### src/cp0Pkg.sv
package cp0Pkg;

    // exception codes as seen in Cause[6:2]
    typedef enum logic [4:0] {
        excInt  = 5'd0,
        excAdEL = 5'd4,
        excAdES = 5'd5,
        excSys  = 5'd8,
        excRI   = 5'd10,
        excOv   = 5'd12
    } excCodeE;

    // coprocessor register numbers
    typedef enum logic [4:0] {
        regSR    = 5'd12,
        regCause = 5'd13,
        regEPC   = 5'd14
    } cp0AddrE;

    // timer register index on the small timer port
    typedef enum logic [1:0] {
        tmrCtrl   = 2'd0,
        tmrPreset = 2'd1,
        tmrCount  = 2'd2
    } timerRegE;

    // Status fields
    localparam int srIeBit  = 0;
    localparam int srExlBit = 1;
    localparam int srMaskLo = 10;
    localparam int srMaskHi = 15;

    // Cause fields
    localparam int causeBdBit  = 31;
    localparam int causeCodeLo = 2;
    localparam int causeCodeHi = 6;

    // where the timer and generator sit in hwInt
    localparam int timerIntBit = 10;
    localparam int genIntBit   = 12;

endpackage

### src/excEncoder.sv
// commit-stage exception info toward the coprocessor
interface excIf;
    logic [31:0]          pc;
    logic                 bd;
    cp0Pkg::excCodeE      excCode;
    logic                 exlClr;

    modport source (output pc, output bd, output excCode, output exlClr);
    modport sink   (input pc, input bd, input excCode, input exlClr);
endinterface

module excEncoder (
    input  logic [31:0] pc,
    input  logic        bd,
    input  logic        riFault,
    input  logic        syscall,
    input  logic        overflow,
    input  logic        loadAddrErr,
    input  logic        storeAddrErr,
    input  logic        eret,
    excIf.source        exc
);

    logic pcMisaligned;
    logic anyFault;

    // fetch from a non-word address
    assign pcMisaligned = |pc[1:0];

    assign anyFault = pcMisaligned | riFault | syscall | overflow
                    | loadAddrErr | storeAddrErr;

    // fixed priority, fetch fault first
    always_comb begin
        if (pcMisaligned) begin
            exc.excCode = cp0Pkg::excAdEL;
        end else if (riFault) begin
            exc.excCode = cp0Pkg::excRI;
        end else if (syscall) begin
            exc.excCode = cp0Pkg::excSys;
        end else if (overflow) begin
            exc.excCode = cp0Pkg::excOv;
        end else if (loadAddrErr) begin
            exc.excCode = cp0Pkg::excAdEL;
        end else if (storeAddrErr) begin
            exc.excCode = cp0Pkg::excAdES;
        end else begin
            // zero means nothing to report
            exc.excCode = cp0Pkg::excInt;
        end
    end

    // a faulting eret does not return
    assign exc.exlClr = eret & ~anyFault;

    // commit pc and delay-slot flag go straight through
    assign exc.pc = pc;
    assign exc.bd = bd;

endmodule

### src/cp0Regs.sv
module cp0Regs (
    input  logic         clk,
    input  logic         reset,
    input  logic [4:0]   cp0Addr,
    input  logic [31:0]  cp0Wdata,
    input  logic         cp0We,
    excIf.sink           exc,
    input  logic [15:10] hwInt,
    output logic [31:0]  cp0Rdata,
    output logic [31:0]  epc,
    output logic         req,
    output logic         genAck
);

    logic [31:0]  sr;
    logic [31:0]  cause;
    logic [31:0]  epcQ;

    logic [15:10] intMask;
    logic         exl;
    logic         ie;
    logic         excTaken;
    logic         intTaken;

    // Status field views
    assign intMask = sr[cp0Pkg::srMaskHi:cp0Pkg::srMaskLo];
    assign exl     = sr[cp0Pkg::srExlBit];
    assign ie      = sr[cp0Pkg::srIeBit];

    // synchronous exception only outside a handler
    assign excTaken = (exc.excCode != cp0Pkg::excInt) & ~exl;

    // any enabled line while interrupts are on
    assign intTaken = (|(hwInt & intMask)) & ie & ~exl;

    assign req = excTaken | intTaken;

    // the generator wants its ack once we will service it
    assign genAck = hwInt[cp0Pkg::genIntBit] & sr[cp0Pkg::genIntBit] & ie & ~exl;

    always_ff @(posedge clk) begin
        if (reset) begin
            sr    <= '0;
            cause <= '0;
            epcQ  <= '0;
        end else begin
            // pending field tracks the lines every cycle
            cause[cp0Pkg::srMaskHi:cp0Pkg::srMaskLo] <= hwInt;

            // eret leaves the handler
            if (exc.exlClr) begin
                sr[cp0Pkg::srExlBit] <= 1'b0;
            end

            if (req) begin
                sr[cp0Pkg::srExlBit] <= 1'b1;
                cause[cp0Pkg::causeBdBit] <= exc.bd;
                // interrupt wins the code field when both fire
                cause[cp0Pkg::causeCodeHi:cp0Pkg::causeCodeLo] <=
                    intTaken ? cp0Pkg::excInt : exc.excCode;
                // delay slot restarts at the branch
                epcQ <= exc.bd ? (exc.pc - 32'd4) : exc.pc;
            end else if (cp0We) begin
                // Cause stays read-only to software
                case (cp0Addr)
                    cp0Pkg::regSR: begin
                        sr <= cp0Wdata;
                    end
                    cp0Pkg::regEPC: begin
                        epcQ <= cp0Wdata;
                    end
                    default: begin
                        // Cause and unmapped numbers ignore writes
                    end
                endcase
            end
        end
    end

    // software read port
    always_comb begin
        case (cp0Addr)
            cp0Pkg::regSR: begin
                cp0Rdata = sr;
            end
            cp0Pkg::regCause: begin
                cp0Rdata = cause;
            end
            cp0Pkg::regEPC: begin
                cp0Rdata = epcQ;
            end
            default: begin
                // unmapped numbers read as zero
                cp0Rdata = 32'd0;
            end
        endcase
    end

    assign epc = epcQ;

endmodule

### src/countTimer.sv
module countTimer #(
    parameter int TIMER_WIDTH = 32
) (
    input  logic        clk,
    input  logic        reset,
    input  logic [1:0]  tmrAddr,
    input  logic [31:0] tmrWdata,
    input  logic        tmrWe,
    output logic [31:0] tmrRdata,
    output logic        timerIrq
);

    typedef enum logic [1:0] {
        tmrIdle,
        tmrLoad,
        tmrCount,
        tmrInt
    } tmrStateE;

    tmrStateE               state;
    logic [3:0]             ctrl;
    logic [TIMER_WIDTH-1:0] preset;
    logic [TIMER_WIDTH-1:0] count;

    logic                   ctrlWrite;
    logic                   autoReload;
    logic                   irqMask;

    assign ctrlWrite  = tmrWe & (tmrAddr == cp0Pkg::tmrCtrl);
    // bit 1 selects auto-reload, bit 3 lets the interrupt out
    assign autoReload = ctrl[1];
    assign irqMask    = ctrl[3];

    always_ff @(posedge clk) begin
        if (reset) begin
            state  <= tmrIdle;
            ctrl   <= '0;
            preset <= '0;
            count  <= '0;
        end else begin
            if (tmrWe && tmrAddr == cp0Pkg::tmrPreset) begin
                preset <= tmrWdata[TIMER_WIDTH-1:0];
            end

            if (ctrlWrite) begin
                ctrl <= tmrWdata[3:0];
                // enable bit restarts from preset, clear bit stops
                if (tmrWdata[0]) begin
                    count <= preset;
                    state <= tmrLoad;
                end else begin
                    state <= tmrIdle;
                end
            end else begin
                case (state)
                    tmrLoad: begin
                        state <= tmrCount;
                    end
                    tmrCount: begin
                        if (count != '0) begin
                            count <= count - 1'b1;
                        end else begin
                            state <= tmrInt;
                        end
                    end
                    tmrInt: begin
                        // one-shot holds here until control is rewritten
                        if (autoReload) begin
                            count <= preset;
                            state <= tmrLoad;
                        end
                    end
                    default: begin
                        state <= tmrIdle;
                    end
                endcase
            end
        end
    end

    // count is zero whenever we sit in tmrInt
    assign timerIrq = irqMask & (state == tmrInt);

    always_comb begin
        case (tmrAddr)
            cp0Pkg::tmrCtrl: begin
                tmrRdata = {28'd0, ctrl};
            end
            cp0Pkg::tmrPreset: begin
                tmrRdata = 32'(preset);
            end
            cp0Pkg::tmrCount: begin
                tmrRdata = 32'(count);
            end
            default: begin
                tmrRdata = 32'd0;
            end
        endcase
    end

endmodule

### src/intSources.sv
module intSources (
    input  logic         clk,
    input  logic         reset,
    input  logic [3:0]   extIrq,
    input  logic         genPulse,
    input  logic         genAck,
    input  logic         timerIrq,
    output logic [15:10] hwInt
);

    logic [3:0] extMeta;
    logic [3:0] extSync;
    logic       genPending;

    // two-stage synchronizer for the external lines
    always_ff @(posedge clk) begin
        if (reset) begin
            extMeta <= '0;
            extSync <= '0;
        end else begin
            extMeta <= extIrq;
            extSync <= extMeta;
        end
    end

    // generator latch, a new pulse beats the ack
    always_ff @(posedge clk) begin
        if (reset) begin
            genPending <= 1'b0;
        end else if (genPulse) begin
            genPending <= 1'b1;
        end else if (genAck) begin
            genPending <= 1'b0;
        end
    end

    // fixed line positions
    assign hwInt[cp0Pkg::timerIntBit] = timerIrq;
    assign hwInt[11]                  = extSync[0];
    assign hwInt[cp0Pkg::genIntBit]   = genPending;
    assign hwInt[13]                  = extSync[1];
    assign hwInt[14]                  = extSync[2];
    assign hwInt[15]                  = extSync[3];

endmodule

### src/excUnit.sv
module excUnit #(
    parameter int TIMER_WIDTH = 32
) (
    input  logic        clk,
    input  logic        reset,
    // commit stage
    input  logic [31:0] pc,
    input  logic        bd,
    input  logic        riFault,
    input  logic        syscall,
    input  logic        overflow,
    input  logic        loadAddrErr,
    input  logic        storeAddrErr,
    input  logic        eret,
    // coprocessor access
    input  logic [4:0]  cp0Addr,
    input  logic [31:0] cp0Wdata,
    input  logic        cp0We,
    // timer access
    input  logic [1:0]  tmrAddr,
    input  logic [31:0] tmrWdata,
    input  logic        tmrWe,
    // interrupt sources
    input  logic [3:0]  extIrq,
    input  logic        genPulse,
    output logic [31:0] cp0Rdata,
    output logic [31:0] epc,
    output logic        req,
    output logic        genAck,
    output logic [31:0] tmrRdata
);

    logic [15:10] hwInt;
    logic         timerIrq;

    excIf excBus ();

    excEncoder i_excEncoder (
        .pc           (pc),
        .bd           (bd),
        .riFault      (riFault),
        .syscall      (syscall),
        .overflow     (overflow),
        .loadAddrErr  (loadAddrErr),
        .storeAddrErr (storeAddrErr),
        .eret         (eret),
        .exc          (excBus.source)
    );

    cp0Regs i_cp0Regs (
        .clk      (clk),
        .reset    (reset),
        .cp0Addr  (cp0Addr),
        .cp0Wdata (cp0Wdata),
        .cp0We    (cp0We),
        .exc      (excBus.sink),
        .hwInt    (hwInt),
        .cp0Rdata (cp0Rdata),
        .epc      (epc),
        .req      (req),
        .genAck   (genAck)
    );

    countTimer #(
        .TIMER_WIDTH (TIMER_WIDTH)
    ) i_countTimer (
        .clk      (clk),
        .reset    (reset),
        .tmrAddr  (tmrAddr),
        .tmrWdata (tmrWdata),
        .tmrWe    (tmrWe),
        .tmrRdata (tmrRdata),
        .timerIrq (timerIrq)
    );

    // genAck also clears the generator latch
    intSources i_intSources (
        .clk      (clk),
        .reset    (reset),
        .extIrq   (extIrq),
        .genPulse (genPulse),
        .genAck   (genAck),
        .timerIrq (timerIrq),
        .hwInt    (hwInt)
    );

endmodule

### config.mk
export PLATFORM = sky130hd
export DESIGN_NAME = excUnit
export DESIGN_NICKNAME = d
export VERILOG_FILES = /design/src/cp0Pkg.sv /design/src/excEncoder.sv /design/src/cp0Regs.sv /design/src/countTimer.sv /design/src/intSources.sv /design/src/excUnit.sv
export SDC_FILE = /design/constraint.sdc
export NUM_CORES = 1
export LEC_CHECK = 0
export ABC_CLOCK_PERIOD_IN_PS = 3300
export BUFFER_PORTS_ARGS = -buffer_cell sky130_fd_sc_hd__buf_2
export CAP_MARGIN = 20
export CELL_PAD_IN_SITES_DETAIL_PLACEMENT = 1
export CELL_PAD_IN_SITES_GLOBAL_PLACEMENT = 2
export CORE_UTILIZATION = 30
export DETAILED_ROUTE_END_ITERATION = 6
export PLACE_DENSITY = 0.82
export SYNTH_ARGS = -nofsm -noshare
export SYNTH_HDL_FRONTEND = slang
export SYNTH_SLANG_ARGS = --single-unit
### constraint.sdc
create_clock -name clk -period 3.3 [get_ports clk]
set_clock_uncertainty 0.05 [all_clocks]
set_input_delay 0 -clock clk [delete_from_list [all_inputs] [get_ports clk]]
set_output_delay 0 -clock clk [all_outputs]
set_load 0.03 [all_outputs]
# Word level (Yosys, flattened, before mapping)
# Index checks and enable logic that the tools add are counted.
[op_classes] add_sub_neg=2 mul=0 div_mod_pow=0 order_cmp=0 eq_ne=12 shift=0 mux=29 n_bitwise=19 reduce_logical=14
[ops] cell="$mux W32" n=8
[ops] cell="$pmux W32 S3" n=2
[ops] cell="$pmux W32 S2" n=1
[ops] cell="$reduce_bool A32 Y1" n=1
[ops] cell="$sub A32 B1 Y32 const B" n=1
[ops] cell="$sub A32 B3 Y32 const B" n=1
[ops] cell="$mux W5" n=6
[ops] cell="$eq A5 B4 Y1 const B" n=3
[ops] cell="$mux W2" n=5
[ops] cell="$and A1 B1 Y1" n=9
[ops] cell="$and A6 B6 Y6" n=1
[ops] cell="$eq A2 B2 Y1 const B" n=3
[ops] cell="$ne A3 B1 Y1 const B" n=2
[ops] cell="$or A1 B1 Y1" n=6
[ops] cell="$pmux W2 S3" n=1
[ops] cell="$reduce_bool A2 Y1" n=3
[ops] cell="$reduce_or A6 Y1" n=1
[ops] cell="$mux W1" n=5
[ops] cell="$reduce_bool A5 Y1" n=1
[ops] cell="$eq A2 B1 Y1 const B" n=2
[ops] cell="$reduce_and A2 Y1" n=2
[ops] cell="$reduce_and A4 Y1" n=1
[ops] cell="$mux W3" n=1
[ops] cell="$ne A3 B2 Y1 const B" n=1
[ops] cell="other kinds (7)" n=9
[totals] reg_bits=155 latch_bits=0 ramBits=0 romBits=0 in_bits=119 out_inout_bits=98 word_cells=88 memories=0

# Logic depth before layout (Yosys ltp)
# Gate-level depths: netlist of the first run.
[logic_depth] word_depth=12 mapped_depth=9 depth_no_buf=7

# By module
# From an unflattened synthesis of the first run, not the netlist that was laid out.
[unflattened] hier_cells=1120 hier_area_um2=9024.9
[modules_own_cells] module="cp0Regs" n_inst=1 cells_each=534 area_per_inst_um2=4469.3 seq_area_each_um2=1521.5
[modules_own_cells] module="countTimer" n_inst=1 cells_each=520 area_per_inst_um2=3962.6 seq_area_each_um2=1401.3
[modules_own_cells] module="excEncoder" n_inst=1 cells_each=44 area_per_inst_um2=325.3 seq_area_each_um2=0.0
[modules_own_cells] module="intSources" n_inst=1 cells_each=22 area_per_inst_um2=267.8 seq_area_each_um2=180.2

# Worst setup path after synthesis of the first run
# Ideal clock, no wire load.
[synth_path] path_type="register to register" start="reg i_countTimer.count[0]" end="reg i_countTimer.count[19]" setup_time_ps=132 t_arrival_ps=2385 required_ps=3118 setup_slack_ps=733 stages_incl_launch_ff=10 path_buffers=2 synth_period_minus_slack_ps=2567 cell_sequence="dfxtp_1 -> inv_1 -> ha_1 -> or4b_4 -> or4_4 -> o31ai_2 -> buf_4 -> buf_2 -> a21o_1 -> a21oi_1"
[synth_via] elab_chain_cells=4 elab_cells_between_ends=7 cone_classes="add/sub (1); eq/ne (1); mux (3); reduce/logical (2)"
[synth_rtl] item="start, declared" line_no="countTimer.sv:23" source="logic [TIMER_WIDTH-1:0] count;"
[synth_rtl] item="start signal, assigned" line_no="countTimer.sv:49" source="count <= preset;"
[synth_rtl] item="start signal, assigned" line_no="countTimer.sv:61" source="count <= count - 1'b1;"
[synth_rtl] item="start signal, assigned" line_no="countTimer.sv:69" source="count <= preset;"
[synth_rtl] item="$sub A32 B1 Y32" line_no="countTimer.sv:61"
[synth_rtl] item="$mux W32" line_no="countTimer.sv:60" source="if (count != '0) begin"
[synth_rtl] item="$pmux W32 S2" line_no="countTimer.sv:55" source="case (state)"
[synth_rtl] item="$mux W32" line_no="countTimer.sv:45" source="if (ctrlWrite) begin"
# Several ways; a longest one is shown, not always the timed one. The select of a mux whose other input is x is not followed.
# A chain may end at the register's enable or synchronous reset.

# Final worst setup path of the first run
[layout_path] start="reg i_countTimer.state[0]" end="reg i_cp0Regs.epcQ[27], in the netlist i_cp0Regs.epc[27]"
[layout_via] elab_chain_cells=9 elab_cells_between_ends=11 cone_classes="eq/ne (1); mux (1); bitwise (5); reduce/logical (4)"
[layout_rtl] item="start, declared" line_no="countTimer.sv:20" source="tmrStateE state;"
[layout_rtl] item="start signal, assigned" line_no="countTimer.sv:36" source="state <= tmrIdle;"
[layout_rtl] item="start signal, assigned" line_no="countTimer.sv:50" source="state <= tmrLoad;"
[layout_rtl] item="start signal, assigned" line_no="countTimer.sv:52" source="state <= tmrIdle;"
[layout_rtl] item="$eq A2 B2 Y1 (*)" line_no="countTimer.sv:82" source="assign timerIrq = irqMask & (state == tmrInt);"
[layout_rtl] item="$and A1 B1 Y1 (*)" line_no="countTimer.sv:82"
[layout_rtl] item="$and A6 B6 Y6 (*)" line_no="cp0Regs.sv:34" source="assign intTaken = (|(hwInt & intMask)) & ie & ~exl;"
[layout_rtl] item="$reduce_or A6 Y1 (*)" line_no="cp0Regs.sv:34"
[layout_rtl] item="$and A1 B1 Y1 (*) (2 in series)" line_no="cp0Regs.sv:34"
[layout_rtl] item="$or A1 B1 Y1 (*)" line_no="cp0Regs.sv:36" source="assign req = excTaken | intTaken;"
[layout_rtl] item="$reduce_bool A2 Y1 (no line)"
[layout_rtl] item="$reduce_and A2 Y1 (no line)"
[layout_rtl] item="end signal, assigned" line_no="cp0Regs.sv:62" source="epcQ <= exc.bd ? (exc.pc - 32'd4) : exc.pc;"
[layout_rtl] item="end signal, assigned" line_no="cp0Regs.sv:70" source="epcQ <= cp0Wdata;"
[layout_rtl] item="end, declared" line_no="cp0Regs.sv:17" source="logic [31:0] epcQ;"
# Mark *: on every way between the ends. The rest lies on a longest branch, timed or not.

==> metrics.md, run 1 <==
| Metric | Value |
|---|---|
| Final setup violation count | 0 |
| Die area | ~28,000 um2 |
| CTS root buf | clkbuf_16 |
| Via/cell ratio | ~5.3 |
| Mapped cell area | around 8100 um2 |
| Status | complete, but fails checks |
| Starting Density | 0.308 |
| Hold Violations, Final | 0 |
| H-Tree Depth | 4 |
| Reg clk slew, reported paths | about 70 ps |
| Ys async rst share | 0 |
| Max Cap Viol | 0 |
| Rows | 59 |
| GPL Wtd Cong | around 0.82 |
| Initial DRT Pass Iterations | 7 |
| GRT overflow | 0 |
| Core area | about 26,000 um2 |
| CTS resizes | 0 |
| Vert. Die Dim | ~170 um |
| CP arrival | around 3300 ps |
| Clock Tree Buf Depth | 2 |
| Max Transition Viols Final | 0 |
| Port bufs | approximately 220 |
| Initial antenna violation count | 1 |
| Syn avg cell area | 7.99 um2 |
| Final Cycle Share | 0.899 |
| RSZ-0062 raised after global routing | no |
| Largest net degree at the start of global routing | between 60 and 70 |
| Violated checks | design-rule violations |
| Worst-Margin Slew | 999 ps |
| Dpl ws | 502 ps |
| Worst vdd rail ir drop | around 0.00030 V |
| Dpl hpwl | 21.2 mm |
| Min cycle time layout | a little under 3000 ps |
| PD cells | roughly 500 nW/um2 |
| Routed Antenna Nets | 0 |
| Post-Syn Nets | approximately 1,100 |
| Final setup margin | ~330 ps |
| Sequential area share after synthesis | 0.382 |
| Routed vias | around 9,000 |
| Worst Setup Start Kind | flip-flop |
| Skew-Pair Late Insertion Delay | roughly 430 ps |
| Ys flop type | dfxtp_1 |
| Synthesized instance count | just over 1,000 |
| NumNets Final | 1,419 |
| Setup TNS | 0 ps |
| GRT Util Overall | 0.226 |
| Area growth syn-to-layout | 38.5% |
| # DRC | 24 |
| 1st-iter DRT viols | between 500 and 600 |
| Pleak | 4.54 nW |
| Setup Crit Path Kind | reg -> reg |
| Clock sink count | 154 |
| Crit path largest cell delay | ~590 ps |
| Hold WC Path Type | in -> reg |
| Drt wl/cell | 18.9 um |
| WL final | approximately 31 mm |
| Relative slew slack | 0.334 |
| CTS tree | built |
| Number of synthesized flops with an enable pin | 0 |
| Yosys cell types | 61 |
| Ys Warns | 0 |
| Crit-path cells | ha_1 > nand3_1 > a31oi_1 > nor2_2 > inv_2 > a21oi_1 > a221oi_1 > dlygate4sd3_1 |
| CP max-delay cell | dlygate4sd3_1 |
| Largest fanout on the critical path | 37 |
| R2r setup slk | 330 ps |
| DIE WIDTH | ~170 um |
| Worst endpoint required time | 3630 ps |
| I/O pin total | between 200 and 250 |
| Number of global-route vias before repair | 9,050 |
| Wire length of the first global-routing pass | about 50 mm |
| Fmax | 0.337 GHz |
| Share of layout cells above drive strength 1 | 0.230 |
| CTS Buf Count | 17 |
| CP Capture Type | flip-flop |
| FF+latch count, synth | 154 |
## area by class of cell
| cell class | count | area [um2] |
|---|---|---|
| Inverter | 24 | 90.1 |
| Tap cell | 335 | 419 |
| Multi-Input combinational cell | 746 | 4570 |
| Fill cell | 3132 | 15000 |
| Clock inverter | 15 | 173 |
| Sequential cell | 154 | 3080 |
| Timing Repair Buffer | 353 | 2410 |
| Antenna cell | 1 | 2.50 |
| Clock buffer | 17 | 425 |
## cell families (layout without fill, tap and decap cells)
kind of cell	Yosys count	after routing	synth area share
AND/OR/NAND/NOR	396	396	0.236
AO/OA/AOI/OAI	275	275	0.235
flip-flops	154	154	0.382
buffers and inverters	110	409	0.0557
multiplexers	45	45	0.0568
XOR/XNOR	26	26	0.0282
adder cells (fa/ha/maj)	4	4	0.00620
other	0	1	0
## routing by layer
layer,wire length [um],GRT usage,vias to the layer above
li1,-,-,4224
met1,13900,0.283,4232
met2,15200,0.396,251
met3,1300,0.0367,37
met4,641,0.0699,0
met5,0,0,-
## cell usage in the layout, fill, tap and decap left out, types with 6 or more instances in the layout
cell,n
dfxtp_1,154
a222oi_1,12
mux2i_1,39
inv_1,23
a22o_1,49
xnor2_1,19
o21ai_1,8
a311oi_1,15
mux2_2,6
or4_1,9
nor3_1,23
a221oi_1,12
o32ai_1,11
a21oi_1,100
a31oi_1,9
nor4_1,15
nand2_1,163
or3_1,14
dlygate4sd3_1,111
clkbuf_16,17
o21ai_0,18
nor2b_1,16
xor2_1,7
buf_2,215
a21o_1,18
nand4_1,11
nor2_1,77
buf_4,25
nand3_1,16
## path summary, 6_finish.rpt
path                                               from                       to  cells past startpoint
worst max-delay path              i_countTimer.state[0]        i_cp0Regs.epc[27]                      8
worst min-delay path                             pc[27]        i_cp0Regs.epc[31]                      5
worst max register to register    i_countTimer.state[0]        i_cp0Regs.epc[27]                      8
worst min register to register  i_intSources.extMeta[0]  i_intSources.extSync[0]                      1
## sequential cells by signal (all words and copies together) (netlist names), 4 cells and up
signal,cells
i_countTimer.count,32
i_countTimer.preset,32
i_cp0Regs.epc,32
i_cp0Regs.sr,32
i_cp0Regs.cause,11
i_countTimer.ctrl,4
i_intSources.extMeta,4
i_intSources.extSync,4
## Yosys cell counts (all sizes together), types with 5 or more instances
| cell | instances | share of area |
|---|---|---|
| nand2b | 6 | 0.0047 |
| mux2 | 6 | 0.0084 |
| nor3 | 24 | 0.015 |
| or4 | 11 | 0.011 |
| o21ai | 26 | 0.016 |
| inv | 24 | 0.011 |
| xor2 | 7 | 0.0076 |
| and3 | 5 | 0.0039 |
| nand3 | 16 | 0.0099 |
| nand3b | 5 | 0.0047 |
| xnor2 | 19 | 0.021 |
| dfxtp | 154 | 0.38 |
| nand4 | 11 | 0.0085 |
| buf | 18 | 0.013 |
| nor2 | 79 | 0.037 |
| or2 | 6 | 0.0047 |
| nor2b | 18 | 0.014 |
| a311oi | 15 | 0.016 |
| mux2i | 39 | 0.048 |
| a21oi | 100 | 0.062 |
| o32ai | 11 | 0.012 |
| a31oi | 9 | 0.0070 |
| nor4 | 17 | 0.015 |
| nand2 | 163 | 0.076 |
| a21o | 18 | 0.017 |
| a221oi | 12 | 0.013 |
| or3 | 14 | 0.011 |
| clkbuf | 68 | 0.032 |
| a22o | 49 | 0.053 |
| a222oi | 12 | 0.015 |
## power by group
part           total, W  leakage [nW]  internal (W)  switching (W)
clock network   0.00204         0.296       0.00109       0.000954
registers       0.00209          1.26       0.00197       0.000116
logic           0.00155          2.98      0.000643       0.000908
total           0.00568          4.54       0.00370        0.00198
## worst max-delay path: cells and delay by family, from the launching register on
| kind | cells | cell delay (ps) |
|---|---|---|
| AOI/OAI and AO/OA | 3 | 710 |
| adders and majority gates | 1 | 410 |
| buffers and inverters | 2 | 1090 |
| DFF | 1 | 360 |
| and+or+nand+nor | 2 | 280 |
## timing repair
action / in CTS / in global routing
buffers inserted: 0 / 0
hold buffers: 111 / 0
hold endpoints to repair: 110 / 0
## per-stage QoR
stage / area [um2] / instances / util / hold slack [ps] / power [W]
detailed placement: 9460 / 1501 / 0.361 / 184 / 0.00355
global placement: 9460 / 1501 / 0.361 / 177 / 0.00354
finish: 11200 / 1645 / 0.426 / 33.6 / 0.00568
global route: 11200 / 1645 / 0.426 / 80.8 / 0.00596
floorplan: 8070 / 1010 / - / 78.2 / 0.00310
CTS: 11200 / 1644 / 0.426 / 2.50 / 0.00570
No activity file was read; power rests on OpenSTA's default activity.
==> run 2, diff against run 1 <==
- CELL_PAD_IN_SITES_GLOBAL_PLACEMENT: 2 -> 1
- CORE_MARGIN: not set -> 2
- CORE_UTILIZATION: 30 -> 38
==> run 2 against run 1 <==
Net effect: the run now ends clean; via count grew 7.0%; first-iteration DRC count grew 6.6%; routed wire length grew 12%; critical endpoint is now i_cp0Regs.epc[29]; die area shrank 19%; count of clock-buffer cells in the layout grew 2; largest cell class unchanged; global-route usage grew 7.8 points.
==> metrics.md, run 2 (synthesized netlist as in run 1, its figures left out) <==
| Metric | Value |
|---|---|
| Status | finished, final reports clean |
| Reg-to-Reg End | i_cp0Regs.epc[29] |
| Number of global-route vias before repair | roughly 9,700 |
| Crit-path cells | ha_1 > nand3_1 > a31oi_1 > nor2_2 > clkinv_2 > a21oi_1 > a221oi_1 > dlygate4sd3_1 |
| GRT Util Overall | 0.305 |
| R2R cell count | 8 |
| I/O pin total | 217 |
| Setup Crit Path Kind | reg -> reg |
| Pleak | roughly 4.5 nW |
| CP Capture Type | flip-flop |
| 1st-iter DRT viols | ~560 |
| Hold Violations, Final | 0 |
| Final Cycle Share | 0.960 |
| Reg clk slew, reported paths | around 70 ps |
| CTS root buf | clkbuf_16 |
| Hold endpoint | i_cp0Regs.epc[4] |
| Max Transition Viols Final | 0 |
| GRT overflow | 0 |
| CTS Buf Count | 17 |
| Worst-Margin Slew | ~1000 ps |
| Routed Antenna Nets | 0 |
| RSZ-0062 raised after global routing | no |
| Relative slew slack | 0.323 |
| Final setup violation count | 0 |
| Area growth syn-to-layout | 36.2% |
| CTS tree | built |
| DIE WIDTH | 150 um |
| Worst Setup Start Kind | flip-flop |
| PD cells | between 400 and 500 nW/um2 |
| Largest net degree at the start of global routing | 100 |
| Hold WC Path Type | in -> reg |
| Crit path largest cell delay | 630 ps |
| CP arrival | 3480 ps |
| Rows | 53 |
| Skew-Pair Late Insertion Delay | approximately 430 ps |
| Share of layout cells above drive strength 1 | 0.229 |
| Core area | around 21,000 um2 |
| CP max-delay cell | dlygate4sd3_1 |
| Clock sink count | around 150 |
| Setup TNS | 0 ps |
| # DRC | 0 |
| Largest fanout on the critical path | 37 |
| Cell family contributing the most delay on the critical path | buffers and inverters |
| CP startpoint | i_countTimer.state[1] |
| CP bufs+invs | 2 |
| Fill cell count | 2,530 |
| Clock Tree Buf Depth | 2 |
| Fmax | 0.316 GHz |
| Vert. Die Dim | about 150 um |
| Worst vdd rail ir drop | 0.000369 V |
| H-Tree Depth | 4 |
| Via/cell ratio | slightly below 6 |
| Hold Crit Start | pc[4] |
| Most common library cell in the layout ignoring fill and taps | buf_2 |
| Routed vias | 9,360 |
| Power, Total | 0.00547 W |
| Starting Density | 0.385 |
| Worst endpoint required time | about 3600 ps |
| Initial DRT Pass Iterations | 5 |
| NumNets Final | ~1,400 |
| WL final | about 35 mm |
| GPL Wtd Cong | 0.825 |
| Die area | ~22,000 um2 |
| Commonest non-fill, non-tap cells in the layout | buf_2 (215), nand2_1 (163), dfxtp_1 (154) |
| Port bufs | 216 |
| Drt wl/cell | 22.0 um |
| Initial antenna violation count | 2 |
| Min cycle time layout | approximately 3200 ps |
| Wire length of the first global-routing pass | roughly 54 mm |
| Hold path depth | 4 |
| RR Startpoint | i_countTimer.state[1] |
| Max Cap Viol | 0 |
| Dpl hpwl | about 20 mm |
| R2r setup slk | approximately 130 ps |
==> run 2: worst max path at each step <==
stage	to	depth (start not counted)	slack, ps
global placement	i_countTimer.count[15]	8	550
detailed placement	i_countTimer.count[17]	8	470
global route	i_cp0Regs.epc[29]	8	20
floorplan	i_countTimer.count[19]	9	730
CTS	i_cp0Regs.epc[28]	8	340
finish	i_cp0Regs.epc[29]	8	130
==> run 2: per-stage QoR <==
stage | hold slack, ps | setup WS [ps] | std cells | cell area (um2) | util
floorplan | 78.2 | 733 | 1010 | 8070 | -
global placement | 169 | 549 | 1441 | 9380 | 0.447
detailed placement | 170 | 472 | 1441 | 9380 | 0.447
CTS | 1.47 | 343 | 1581 | 11000 | 0.524
global route | 46.5 | 24.1 | 1582 | 11000 | 0.524
finish | 25.1 | 131 | 1582 | 11000 | 0.524
==> run 2: cell type report <==
cell class	instances	area, um2	share of cell area
inverters	24	91.3	0.00831
repair buffers	351	2380	0.217
clock buffers	19	433	0.0394
multi-input cells	746	4570	0.416
well taps	275	344	0.0313
flip-flops and latches	154	3080	0.281
clock inverters	12	76.3	0.00695
diodes	1	2.50	0.000228
==> run 2: worst reg2reg max path, delay by kind of cell (launching register included) <==
family,cells,cell delay [ps]
buffers and inverters,2,1060
flip-flops,1,390
adder cells (fa/ha/maj),1,410
AO/OA/AOI/OAI,3,890
AND/OR/NAND/NOR,2,310
==> run 2: timing repair <==
action / 4_1_cts / 5_1_grt
hold buffers: 109 / 0
setup endpoints to repair: 0 / 2
setup buffers: 0 / 0
resized for setup: 0 / 2
hold endpoints to repair: 110 / 0
==> run 2: layer usage <==
| metal | GRT usage | vias to the layer above | wire, um |
|---|---|---|---|
| li1 | - | 4230 | - |
| met1 | 0.340 | 4546 | 13300 |
| met2 | 0.536 | 455 | 17300 |
| met3 | 0.0756 | 127 | 2420 |
| met4 | 0.156 | 2 | 1630 |
| met5 | 0 | - | 13 |
==> run 2: report_power, final <==
part / leakage (nW) / internal (W) / switching [W]
Clock: 0.253 / 0.000954 / 0.000845
Sequential: 1.26 / 0.00197 / 0.000121
Combinational: 2.96 / 0.000642 / 0.000939
==> run 3, diff against run 2 <==
- CORE_UTILIZATION: 38 -> 40
- PLACE_DENSITY: 0.82 -> 0.83
- SYNTH_HIERARCHICAL: not set -> 1
==> run 3 against run 2 <==
Net effect: core utilization up 0.71 points; power grew 42%; flip-flop and latch count increased by 1; count of clock-buffer cells in the layout increased by 3; worst setup slack worse by 13 ps; sequential power grew 12%; first-iteration DRC count rose by 56%; combinational power increased by 120%; via count increased by 9.2%; area after synthesis increased by 12%; critical path type is now in -> reg; largest power group is now combinational logic.
==> metrics.md, run 3 <==
| Metric | Value |
|---|---|
| Final setup violation count | 0 |
| Hold Crit Start | reset |
| 1st-iter DRT viols | between 800 and 900 |
| Post-synthesis xor/xnor area fraction | 0.0126 |
| Skew-Pair Late Insertion Delay | 440 ps |
| Final Cell Area | ~12,000 um2 |
| Most common library cell in the layout ignoring fill and taps | buf_2 |
| Routed Antenna Nets | 0 |
| GRT Util Overall | 0.296 |
| PD cells | 666 nW/um2 |
| Vert. Die Dim | 154 um |
| Worst-Margin Slew | 1030 ps |
| Hold WC Path Type | in -> reg |
| RSZ-0062 raised after global routing | no |
| Worst endpoint required time | around 3600 ps |
| Relative slew slack | 0.311 |
| Ys flop type | dfxtp_1 |
| Hold_ws | roughly 23 ps |
| Synth Area in Compound Gates | 0.281 |
| Max Transition Viols Final | 0 |
| Cell area after placement | about 10,000 um2 |
| Clock Tree Buf Depth | 2 |
| Synth top area cells | dfxtp_1 (34%), a21oi_1 (6.3%), nand2_1 (4.9%), a22o_1 (4.7%), clkbuf_1 (3.6%) |
| Max Cap Viol | 0 |
| Via/cell ratio | approximately 6.2 |
| Dpl hpwl | 23.2 mm |
| CP arrival | roughly 3500 ps |
| Min cycle time layout | roughly 3200 ps |
| # DRC | 0 |
| Final setup margin | 119 ps |
| NumNets Final | 1,469 |
| CTS Buf Count | 17 |
| Number of global-route vias before repair | around 10,000 |
| Routed vias | between 10,000 and 15,000 |
| Core area | roughly 22,000 um2 |
| I/O pin total | ~220 |
| Wire length of the first global-routing pass | around 57 mm |
| Yosys cell types | 73 |
| Post-synth top area share | 0.344 |
| Leading area contributor after synthesis | dfxtp_1 |
| Post-Synth Simple-Gate Area | 0.246 |
| H-Tree Depth | 4 |
| WL final | approximately 36 mm |
| Pleak | roughly 4.6 nW |
| Most common cell in the synthesized netlist | dfxtp_1 |
| CTS tree | built |
| Sequential area share after synthesis | 0.344 |
| Main combinational cell family by area after synthesis | compound AO/OA/AOI/OAI gates |
| CP Capture Type | flip-flop |
| Mapped cell area | between 9000 and 10,000 um2 |
| Largest net degree at the start of global routing | between 70 and 80 |
| CTS root buf | clkbuf_16 |
| Share of layout cells above drive strength 1 | 0.227 |
| Largest fanout on the critical path | 67 |
| Syn avg cell area | 8.06 um2 |
| Adder-cell share of the synthesized area | 0.00555 |
| Initial antenna violation count | 1 |
| Worst vdd rail ir drop | around 0.00046 V |
| Setup Crit Path Kind | in -> reg |
| Clock sink count | ~160 |
| Rows | between 50 and 60 |
| Reg clk slew, reported paths | 70 ps |
| Mux share of post-synthesis cell area | 0.0288 |
| Synthesized instance count | about 1,100 |
| Status | finished, final reports clean |
| Die area | between 20,000 and 25,000 um2 |
| Final Cycle Share | 0.964 |
| Post-Syn Nets | about 1,200 |
| FF+latch count, synth | between 150 and 200 |
| Drt wl/cell | 21.9 um |
| Commonest non-fill, non-tap cells in the layout | buf_2 (215), dfxtp_1 (155), nand2_1 (119) |
| Setup TNS | 0 ps |
| Hold Violations, Final | 0 |
| Number of synthesized flops with an enable pin | 0 |
| Area growth syn-to-layout | 29.3% |
| Post-synth top cells | dfxtp_1 (155), nand2_1 (119), a21oi_1 (114), clkbuf_1 (87) |
| CP startpoint | pc[1] |
| Worst Setup Start Kind | input pin |
| Dpl ws | about 720 ps |
| DIE WIDTH | 154 um |
| Ys Warns | 6 |
| Ys async rst share | 0 |
| GRT overflow | 0 |
| GPL Wtd Cong | just under 0.9 |
| RR Startpoint | i_countTimer/state[0] |
| Starting Density | 0.411 |
| Initial DRT Pass Iterations | 5 |
| Port bufs | 216 |
| Fmax | between 0.3 and 0.4 GHz |
| Postcts setup bufs | 0 |
run 3: changes by cell type after synthesis, sizes merged, moves of 13 or more:
cell and change:
and3 +27, mux2i -13, o31ai +38, inv -15, a2111oi +27, a21oi +15
buf +37, o21ai +18, nand2 -44, clkbuf +19, nor2 -43, nand2b +14
nand4 +39
run 3: path summary, 6_finish.rpt:
path | to | slack, ps | cells past startpoint
max | i_cp0Regs/epc[20] | 120 | 10
min | i_intSources/extMeta[0] | 20 | 2
max reg2reg | i_cp0Regs/epc[20] | 170 | 8
min reg2reg | i_intSources/extSync[2] | 390 | 1
run 3: critical path, stage by stage:
cell           delay (ps)
dlygate4sd3_1         550
buf_2                 150
nor4_2                 60
and3_2                220
or4_1                 580
o21ba_2               240
buf_4                 340
a2111oi_1             550
a311oi_1              120
dlygate4sd3_1         600
run 3: per-stage QoR:
step | total power, W | std cells | utilization
detailed placement | 0.00562 | 1503 | 0.457
CTS | 0.00772 | 1638 | 0.531
floorplan | 0.00482 | 1120 | -
global route | 0.00820 | 1640 | 0.531
global placement | 0.00552 | 1503 | 0.457
finish | 0.00778 | 1640 | 0.531
run 3: layout make-up:
cell class / instances / area, um2
antenna: 1 / 2.50
inverter: 9 / 33.8
sequential: 155 / 3100
multi-input combinational: 814 / 5230
fill: 2655 / 10300
timing repair buffer: 349 / 2370
clock inverter: 10 / 103
clock buffer: 22 / 484
tap: 280 / 350
run 3: what timing repair did:
item	4_1_cts	5_1_grt
resized for setup	0	2
endpoints found under the hold margin	103	1
hold buffers	103	1
setup endpoints to repair	0	2
run 3: kinds of logic (layout without fill, tap and decap cells):
group	after synthesis	count (layout)
adder cells (fa/ha/maj)	4	4
flip-flops	155	155
AND/OR/NAND/NOR	399	399
AO/OA/AOI/OAI	371	371
XOR/XNOR	13	13
other	1	2
multiplexers	26	26
buffers and inverters	151	390
run 3: power breakdown:
group	internal (W)	switching, W
registers	0.00207	0.000273
clock network	0.00113	0.000850
logic	0.00137	0.00208
total	0.00457	0.00321
run 3: layer usage:
metal	vias up	GRT usage	routed length, um
li1	4653	-	-
met1	4980	0.388	15300
met2	482	0.480	16600
met3	105	0.0572	2710
met4	0	0.124	1360
met5	-	0	0
